[src/source/result_link_pkg.sv]
package result_link_pkg;

    // system timing
    localparam int unsigned clk_freq    = 50_000_000;
    localparam int unsigned uart_bps    = 115_200;
    localparam int unsigned baud_div    = clk_freq / uart_bps;  // 434 cycles per bit
    localparam int unsigned score_count = 10;

    // 8N1: start, eight data bits, stop
    localparam int unsigned frame_bits = 10;

    localparam int unsigned baud_cnt_w = $clog2(baud_div);
    localparam int unsigned bit_cnt_w  = $clog2(frame_bits);
    localparam int unsigned byte_cnt_w = $clog2(score_count + 1);  // 1..score_count and park

    localparam logic [baud_cnt_w-1:0] baud_last  = baud_cnt_w'(baud_div - 1);
    localparam logic [bit_cnt_w-1:0]  bit_last   = bit_cnt_w'(frame_bits - 1);
    localparam logic [byte_cnt_w-1:0] byte_first = byte_cnt_w'(1);
    localparam logic [byte_cnt_w-1:0] byte_last  = byte_cnt_w'(score_count);
    localparam logic [byte_cnt_w-1:0] byte_park  = '1;  // outside 1..score_count

    // one classifier result, seen whole or as bytes
    typedef union packed {
        logic [score_count*8-1:0]      raw;
        logic [score_count-1:0][7:0]   scores;  // scores[0] is the low byte
    } result_word_u;

    // transmit request into the uart
    typedef struct packed {
        logic       en;    // one-cycle start strobe
        logic [7:0] data;
    } tx_req_t;

endpackage
[src/source/result_link_top.sv]
`timescale 1ns/1ps

module result_link_top (
    input  logic                          clk,
    input  logic                          rst_n,
    input  result_link_pkg::result_word_u model_result,
    output logic                          uart_txd
);

    // serial line to the host
    logic txd;

    result_sender u_result_sender (
        .clk          (clk),
        .rst_n        (rst_n),
        .model_result (model_result),
        .uart_txd     (txd)
    );

    assign uart_txd = txd;

endmodule

[src/source/result_sender.sv]
`timescale 1ns/1ps

module result_sender (
    input  logic                          clk,
    input  logic                          rst_n,
    input  result_link_pkg::result_word_u model_result,
    output logic                          uart_txd
);

    result_link_pkg::result_word_u          result_hold;  // last nonzero word
    logic                                   result_vld;
    result_link_pkg::tx_req_t               tx_req;
    logic                                   tx_busy;
    logic                                   busy_d0;
    logic                                   busy_d1;
    logic                                   busy_negedge;
    logic                                   line_idle;
    logic [result_link_pkg::byte_cnt_w-1:0] cnt;  // next score is cnt-1
    logic                                   cnt_active;
    logic                                   issue;

    uart_tx u_uart_tx (
        .clk    (clk),
        .rst_n  (rst_n),
        .tx_req (tx_req),
        .busy   (tx_busy),
        .txd    (uart_txd)
    );

    // keep the word while the classifier presents it
    always_ff @(posedge clk) begin
        if (model_result.raw != '0) begin
            result_hold <= model_result;
        end
    end

    // high for as long as a result is on the input, one cycle late
    always_ff @(posedge clk) begin
        if (!rst_n) begin
            result_vld <= 1'b0;
        end else begin
            result_vld <= (model_result.raw != '0);
        end
    end

    // two-stage busy delay
    always_ff @(posedge clk) begin
        if (!rst_n) begin
            busy_d0 <= 1'b0;
            busy_d1 <= 1'b0;
        end else begin
            busy_d0 <= tx_busy;
            busy_d1 <= busy_d0;
        end
    end

    assign busy_negedge = busy_d1 && !busy_d0;  // byte done, 2 cycles on

    // nothing in flight and no edge still travelling through the delay
    assign line_idle = !tx_busy && !busy_d0 && !busy_d1 && !tx_req.en;

    assign cnt_active = (cnt >= result_link_pkg::byte_first)
                     && (cnt <= result_link_pkg::byte_last);

    // score 0 goes once the line is free, the rest follow each byte
    assign issue = cnt_active
                && (busy_negedge || (cnt == result_link_pkg::byte_first && line_idle));

    // byte sequencer
    always_ff @(posedge clk) begin
        if (!rst_n) begin
            cnt    <= result_link_pkg::byte_park;
            tx_req <= '0;
        end else begin
            tx_req.en <= 1'b0;
            if (result_vld) begin
                cnt <= result_link_pkg::byte_first;  // (re)start from score 0
            end else if (issue) begin
                tx_req.en   <= 1'b1;
                tx_req.data <= result_hold.scores[cnt - 1'b1];
                if (cnt == result_link_pkg::byte_last) begin
                    cnt <= result_link_pkg::byte_park;  // frame done
                end else begin
                    cnt <= cnt + 1'b1;
                end
            end
        end
    end

endmodule

[src/source/uart_tx.sv]
`timescale 1ns/1ps

module uart_tx (
    input  logic                     clk,
    input  logic                     rst_n,
    input  result_link_pkg::tx_req_t tx_req,
    output logic                     busy,
    output logic                     txd
);

    logic [result_link_pkg::frame_bits-1:0] frame;     // stop, data, start
    logic [result_link_pkg::baud_cnt_w-1:0] baud_cnt;  // cycles within the bit
    logic [result_link_pkg::bit_cnt_w-1:0]  bit_cnt;   // bit now on the line
    logic                                   start;
    logic                                   bit_end;
    logic                                   frame_end;

    // a strobe while busy is ignored
    assign start = tx_req.en && !busy;

    // last cycle of the current bit
    assign bit_end = busy && (baud_cnt == result_link_pkg::baud_last);

    // stop bit finishing
    assign frame_end = bit_end && (bit_cnt == result_link_pkg::bit_last);

    // line control
    always_ff @(posedge clk) begin
        if (!rst_n) begin
            busy     <= 1'b0;
            txd      <= 1'b1;  // line idles high
            baud_cnt <= '0;
            bit_cnt  <= '0;
        end else if (start) begin
            busy     <= 1'b1;
            txd      <= 1'b0;  // start bit from the next cycle
            baud_cnt <= '0;
            bit_cnt  <= '0;
        end else if (busy) begin
            if (frame_end) begin
                busy     <= 1'b0;
                txd      <= 1'b1;
                baud_cnt <= '0;
                bit_cnt  <= '0;
            end else if (bit_end) begin
                baud_cnt <= '0;
                bit_cnt  <= bit_cnt + 1'b1;
                txd      <= frame[1];  // next bit, lsb first
            end else begin
                baud_cnt <= baud_cnt + 1'b1;
            end
        end
    end

    // shift frame, frame[0] is the bit on the line
    always_ff @(posedge clk) begin
        if (start) begin
            frame <= {1'b1, tx_req.data, 1'b0};
        end else if (bit_end) begin
            frame <= {1'b1, frame[result_link_pkg::frame_bits-1:1]};
        end
    end

endmodule

[config.mk]
export PLATFORM = sky130hd
export DESIGN_NAME = result_link_top
export DESIGN_NICKNAME = d
export VERILOG_FILES = /design/src/source/result_link_pkg.sv /design/src/source/result_link_top.sv /design/src/source/result_sender.sv /design/src/source/uart_tx.sv
export SDC_FILE = /design/constraint.sdc
export NUM_CORES = 1
export LEC_CHECK = 0
export ABC_AREA = 1
export BUFFER_PORTS_ARGS = -buffer_cell sky130_fd_sc_hd__buf_2
export CAP_MARGIN = 20
export CORE_MARGIN = 3
export CORE_UTILIZATION = 34
export DETAILED_ROUTE_END_ITERATION = 8
export GPL_TIMING_DRIVEN = 0
export HOLD_SLACK_MARGIN = 0.02
export SLEW_MARGIN = 20
export SYNTH_ARGS = -nofsm -noshare
export SYNTH_HDL_FRONTEND = slang
export SYNTH_HIERARCHICAL = 1
export SYNTH_SLANG_ARGS = --single-unit
[constraint.sdc]
create_clock -name clk -period 3.79 [get_ports clk]
set_clock_uncertainty 0.05 [all_clocks]
set_input_delay 0.758 -clock clk [delete_from_list [all_inputs] [get_ports clk]]
set_output_delay 0.758 -clock clk [all_outputs]
set_load 0.02 [all_outputs]
==> results of run 1 <==
-- through the flow --
step	TNS, ps	worst slack, ps	instances	cell area, um^2
final	0	1280	932	6810
after global routing	0	1090	932	6810
after CTS	0	1270	932	6810
after detailed placement	0	953	900	6280
after global placement	-21800	-278	899	6250
after floorplan	0	801	601	5570
-- worst reg2reg max path: cells and delay by family (launching register included) --
family | cells | cell delay [ps]
AOI/OAI and AO/OA | 2 | 150
buffers and inverters | 5 | 1130
adders and majority gates | 1 | 290
DFF | 1 | 370
and+or+nand+nor | 3 | 400
-- metal layers --
| layer | share of wire, % | global-route usage (%) | routed length, um |
|---|---|---|---|
| met3 | 4.7 | 3.79 | 571 |
| met4 | 2.5 | 7.26 | 299 |
| met1 | 46 | 18.4 | 5570 |
| met2 | 47 | 22.3 | 5670 |
| met5 | 0 | 0 | 0 |
-- kinds of logic (layout without fill, tap and decap cells) --
logic type | after synthesis | after routing
buffers and inverters | 60 | 175
AO/OA/AOI/OAI | 46 | 46
AND/OR/NAND/NOR | 362 | 362
adder cells (fa/ha/maj) | 8 | 8
XOR/XNOR | 6 | 6
flip-flops | 119 | 119
-- state kept, by name, summed over array words and instances, names as in the netlist --
register                            flops
u_result_sender/result_hold            80
u_result_sender/tx_req                  9
u_result_sender/u_uart_tx/baud_cnt      9
u_result_sender/u_uart_tx/frame         8
u_result_sender/cnt                     4
u_result_sender/u_uart_tx/bit_cnt       4
u_result_sender/busy_d0                 1
u_result_sender/busy_d1                 1
u_result_sender/result_vld              1
u_result_sender/u_uart_tx/busy          1
u_result_sender/u_uart_tx/txd           1
-- cell type report --
class                   count  area, um^2  area share [%]
plain buffers              18         118            1.73
clock buffers              18         429            6.30
clock inverters            14         104            1.52
inverters                  42         169            2.48
multi-input cells         422        2030            29.8
flip-flops and latches    119        3260            47.9
well taps                 216         270            3.97
repair buffers             83         430            6.32
-- cell usage in the layout, fill, tap and decap left out, drive strengths merged --
| cell type | instances |
|---|---|
| dfxtp | 31 |
| nand2 | 152 |
| nor2 | 144 |
| a21oi | 13 |
| a211oi | 1 |
| xor2 | 5 |
| clkinv | 9 |
| clkinvlp | 3 |
| nor3 | 1 |
| xnor2 | 1 |
| inv | 44 |
| ha | 8 |
| nand3b | 1 |
| buf | 96 |
| nand4 | 7 |
| o21ai | 30 |
| clkbuf | 23 |
| edfxtp | 88 |
| o21a | 1 |
| o21bai | 1 |
| nand3 | 57 |
-- how the worst max path moves through the flow --
stage,endpoint,slack (ps),depth (start not counted)
3_5_place_dp,u_result_sender/result_hold[43]$_DFFE_PP_,950,8
3_3_place_gp,u_result_sender/result_hold[58]$_DFFE_PP_,-280,7
5_1_grt,u_result_sender/tx_req[0]$_SDFFE_PN0P_,1090,11
4_1_cts,u_result_sender/tx_req[0]$_SDFFE_PN0P_,1270,11
6_report,u_result_sender/tx_req[0]$_SDFFE_PN0P_,1280,11
2_1_floorplan,u_result_sender/result_hold[0]$_DFFE_PP_,800,6
-- where the power goes --
| part | internal, uW | switching [uW] |
|---|---|---|
| Sequential | 1450 | 16.5 |
| Combinational | 79.8 | 116 |
| Clock | 836 | 606 |
| Total | 2360 | 738 |
-- cell usage after synthesis, drive strengths merged --
cell type / count / share of area, %
xor2: 5 / 0.79
o21bai: 1 / 0.34
nand3: 57 / 6.0
xnor2: 1 / 0.16
clkbuf: 5 / 0.36
clkinv: 1 / 0.090
nand2: 152 / 11
a21oi: 13 / 1.7
o21a: 1 / 0.13
nand4: 7 / 0.79
nor2: 144 / 11
ha: 8 / 1.8
buf: 13 / 1.8
nor3: 1 / 0.090
dfxtp: 31 / 11
edfxtp: 88 / 47
nand3b: 1 / 0.13
inv: 41 / 2.9
o21ai: 30 / 2.8
a211oi: 1 / 0.22
==> flow_summary.json, run 1 <==
{
  "endpoint_kind": "register",
  "clk_path_buf_depth": 2,
  "rsz0062_at_grt": "no",
  "synth_mux_area_share_pct": 0,
  "postSynthAreaPerCell_um2": 9.26,
  "post-cts-setup-buffers": 0,
  "ys_seq_area_share_pct": 58.6,
  "grt_max_degree": 44,
  "synth_xor_area_share_pct": 0.944,
  "peakVddDrop_mv": 0.339,
  "drive_gt1_share_pct": 22.8,
  "hold_viol": 0,
  "insertion_delay_ps": 420,
  "postCtsHoldBufs": 0,
  "p_leak_uw": 0.00288,
  "r2r_start": "u_result_sender/cnt[0]$_SDFFE_PP1N_",
  "start_util_pct": 34.9,
  "dieWidth_um": 134,
  "areaGrowthSynthToFinish_pct": 22.4,
  "overflow": 0,
  "hold_path_class": "reg2reg",
  "path_clk_slew_ps": 60,
  "ys_ff_latch": 119,
  "slew_viol_final": 0,
  "hp-start": "u_result_sender/busy_d0$_SDFF_PN0_",
  "utilization_pct": 42.7,
  "ant_nets": 0,
  "cts_buffers": 17,
  "synth_area_um2": 5560,
  "cp_max_fo": 11,
  "vias": 4140,
  "grt_pass1_vias": 4039,
  "ys_warn_count": 6,
  "slew_headroom_pct": 63.2,
  "r2r_end": "u_result_sender/tx_req[0]$_SDFFE_PN0P_",
  "drc_errors": 0,
  "r2r_cells": 11,
  "hold_slack_ps": 390,
  "cp_slowest_cell": "clkbuf_1",
  "holdPathEnd": "u_result_sender/busy_d1$_SDFF_PN0_",
  "num_rows": 46,
  "power_density_nw_per_um2": 455,
  "cp.required_ps": 4050,
  "synth_fp_nets": 691,
  "period_needed_ps": 2510,
  "cpLargestDelayFamily": "buffers and inverters",
  "ios": 83,
  "critical_path_arrival_ps": 2770,
  "power_uw": 3100,
  "cts_tree": "built",
  "grt_usage_pct": 14.3,
  "r2r_slack_ps": 1280,
  "cts_htree_levels": 4,
  "yosys.area_share.adder_pct": 1.80,
  "period_share_pct": 66.2,
  "num_antenna_cells": 0,
  "drt_iter0_drc": 236,
  "grt_pass1_wl_mm": 20.0,
  "cp-start-kind": "register",
  "synth_top_family_by_area": "simple AND/OR/NAND/NOR gates",
  "outcome": "complete, no violations",
  "synth_compound_area_share_pct": 5.17,
  "wl_per_cell_um": 13.0,
  "dp_hpwl_mm": 8.88,
  "final_net_count": 793,
  "n_fill_cell": 1600,
  "cts.repair.resized": 0,
  "fmax_mhz": 399,
  "crit_buf_inv": 5,
  "synth-simple-area-share_pct": 28.3,
  "clock-sinks": 119,
  "die_height_um": 134,
  "port_buffers": 82,
  "crit_start": "u_result_sender/cnt[0]$_SDFFE_PP1N_",
  "synth.distinct_cells": 36,
  "critPathMaxStageDelay_ps": 400,
  "synth_cells": 601,
  "drt-vias-per-instance": 4.44,
  "firstDrtPassIters": 5,
  "coreArea_um2": 15900,
  "worstSetupPathType": "reg2reg",
  "wl_mm": 12.1,
  "clock-root-buffer": "clkbuf_16",
  "place.gp.congestion": 0.832,
  "grt_antenna_before_repair": 0,
  "setup_viol": 0,
  "whs_path_depth": 2,
  "maxCapViolations": 0,
  "crit_chain": "buf_4 -> clkinv_2 -> buf_2 -> ha_1 -> buf_2 -> clkbuf_1 -> nor2_1 -> o21ai_0 -> nand3_1 -> nand3_1 -> a21oi_2",
  "max_slew.worst_pin.slew_ps": 552,
  "die_area_um2": 17900
}
(Power assumes the default switching activity.)
==> inputs of run 2 (changes only) <==
Clock period 3.79 ns to 2.4 ns, I/O delays scaled along.
==> flow_summary.json, run 2 (same netlist as run 1, synthesis figures left out) <==
{
  "outcome": "complete, no violations",
  "grt_usage_pct": 14.0,
  "peakVddDrop_mv": 0.515,
  "layout_commonest_cell": "nand2_1",
  "grt_pass1_wl_mm": 19.7,
  "final_net_count": 792,
  "r2r_start": "u_result_sender/cnt[0]$_SDFFE_PP1N_",
  "p_clk_share_pct": 47.5,
  "largest-register": "u_result_sender/result_hold",
  "grt_max_degree": 53,
  "final_cells": 931,
  "r2r_cells": 10,
  "utilization_pct": 42.9,
  "r2r_slack_ps": 270,
  "slew_headroom_pct": 64.8,
  "areaGrowthSynthToFinish_pct": 23.0,
  "path_clk_slew_ps": 60,
  "firstDrtPassIters": 4,
  "pwr-share-comb_pct": 6.3,
  "hold_path_class": "in2reg",
  "clock-root-buffer": "clkbuf_16",
  "worstSetupPathType": "reg2reg",
  "wl_mm": 12.0,
  "mostFrequentLayoutCells": "nand2_1, nor2_1, edfxtp_1",
  "whs_path_depth": 1,
  "drc_errors": 0,
  "drt_iter0_drc": 174,
  "cp_max_fo": 17,
  "slew_viol_final": 0,
  "maxCapViolations": 0,
  "insertion_delay_ps": 410,
  "wl_per_cell_um": 12.9,
  "power_density_nw_per_um2": 729,
  "cts_htree_levels": 4,
  "grt_antenna_before_repair": 0,
  "ant_nets": 0,
  "p_seq_share_pct": 46.3,
  "coreArea_um2": 15900,
  "dieWidth_um": 134,
  "port_buffers": 82,
  "rsz0062_at_grt": "no",
  "period_share_pct": 88.9,
  "r2r_end": "u_result_sender/tx_req[0]$_SDFFE_PN0P_",
  "die_area_um2": 17900,
  "cp.required_ps": 2700,
  "hold_viol": 0,
  "drive_gt1_share_pct": 23.1,
  "holdPathEnd": "u_result_sender/result_hold[74]$_DFFE_PP_",
  "clock-sinks": 119,
  "switching_share_pct": 23.1,
  "cts_buffers": 17,
  "critical_path_arrival_ps": 2430,
  "ios": 83,
  "setup_viol": 0,
  "dp_hpwl_mm": 8.88,
  "cts_tree": "built",
  "hp-start": "model_result[74]",
  "power.internal_uw": 3840,
  "vias": 4141,
  "num_antenna_cells": 0,
  "reg_top3": "u_result_sender/result_hold x80, u_result_sender/tx_req x9, u_result_sender/u_uart_tx/baud_cnt x9",
  "drt-vias-per-instance": 4.45,
  "p_leak_uw": 0.00289,
  "max_slew.worst_pin.slew_ps": 528,
  "post-cts-setup-buffers": 0,
  "fmax_mhz": 469,
  "largest_register_ffs": 80,
  "place.gp.congestion": 0.796,
  "cp-start-kind": "register",
  "postCtsHoldBufs": 0,
  "start_util_pct": 34.9,
  "num_rows": 46,
  "period_needed_ps": 2130,
  "grt_pass1_vias": 3921,
  "clk_path_buf_depth": 2,
  "placed_cells": 900,
  "power_switching_uw": 1150,
  "endpoint_kind": "register",
  "overflow": 0,
  "die_height_um": 134
}
run 2: cell count changes in the layout (fill, tap and decap cells not counted):
cell	delta
clkbuf_4	+1
buf_12	-1
clkinv_2	-1
inv_6	+1
buf_2	-1
clkbuf_1	-3
inv_4	+1
buf_16	+1
bufinv_16	+1
clkinv_4	-2
clkbuf_2	+2
run 2: layout make-up:
cell class / count / area [um^2]
inverter: 42 / 170
multi-input combinational: 422 / 2030
buffer: 17 / 119
fill: 1592 / 9100
sequential: 119 / 3260
tap: 216 / 270
clock buffer: 18 / 429
timing repair buffer: 83 / 438
clock inverter: 14 / 125
run 2: how the worst max path moves through the flow:
stage	start	endpoint	slack, ps	cells after the start
final	u_result_sender/cnt[0]$_SDFFE_PP1N_	u_result_sender/tx_req[0]$_SDFFE_PN0P_	270	10
after global routing	u_result_sender/cnt[0]$_SDFFE_PP1N_	u_result_sender/tx_req[0]$_SDFFE_PN0P_	120	10
after CTS	u_result_sender/cnt[0]$_SDFFE_PP1N_	u_result_sender/tx_req[0]$_SDFFE_PN0P_	30	11
after detailed placement	u_result_sender/cnt[0]$_SDFFE_PP1N_	u_result_sender/tx_req[0]$_SDFFE_PN0P_	-150	11
after global placement	model_result[61]	u_result_sender/result_hold[57]$_DFFE_PP_	-520	7
after floorplan	model_result[63]	u_result_sender/result_hold[0]$_DFFE_PP_	280	6
run 2: critical path, cell delays in order (launching register included):
cell and delay (ps):
dfxtp_1 380, buf_4 210, inv_4 110, ha_1 290, buf_2 170, clkbuf_4 200, nor2_1 110, o21ai_0 100
nand3_1 140, nand3_1 150, a21oi_2 150
run 2: per-stage QoR:
step                      TNS, ps  area (um^2)  worst slack [ps]  hold WS (ps)  total power [uW]
after floorplan                 0         5580               279           357              2520
after global placement     -42300         6260              -523           368              2660
after detailed placement    -4280         6280              -154           383              2660
after CTS                       0         6850              26.2           187              5050
after global routing            0         6840               119           189              5180
final                           0         6840               267           205              4990
run 2: timing repair:
action,4_1_cts,5_1_grt
pin swaps,0,0
gates resized for setup,4,1
endpoints found under the setup margin,8,8
run 2: routing by layer:
| layer | share of wire [%] | track usage [%] |
|---|---|---|
| met1 | 46 | 18.5 |
| met2 | 48 | 21.9 |
| met3 | 4.2 | 3.71 |
| met4 | 2.4 | 5.66 |
| met5 | 0 | 0 |
run 2: power groups by stage:
| stage | Combinational, uW | Sequential (uW) | Clock, uW |
|---|---|---|---|
| 6_report | 313 | 2310 | 2370 |
| 3_3_place_gp | 310 | 2350 | 0 |
| 5_1_grt | 354 | 2310 | 2520 |
| 4_1_cts | 315 | 2310 | 2430 |
| 3_5_place_dp | 312 | 2350 | 0 |
| 2_1_floorplan | 175 | 2340 | 0 |
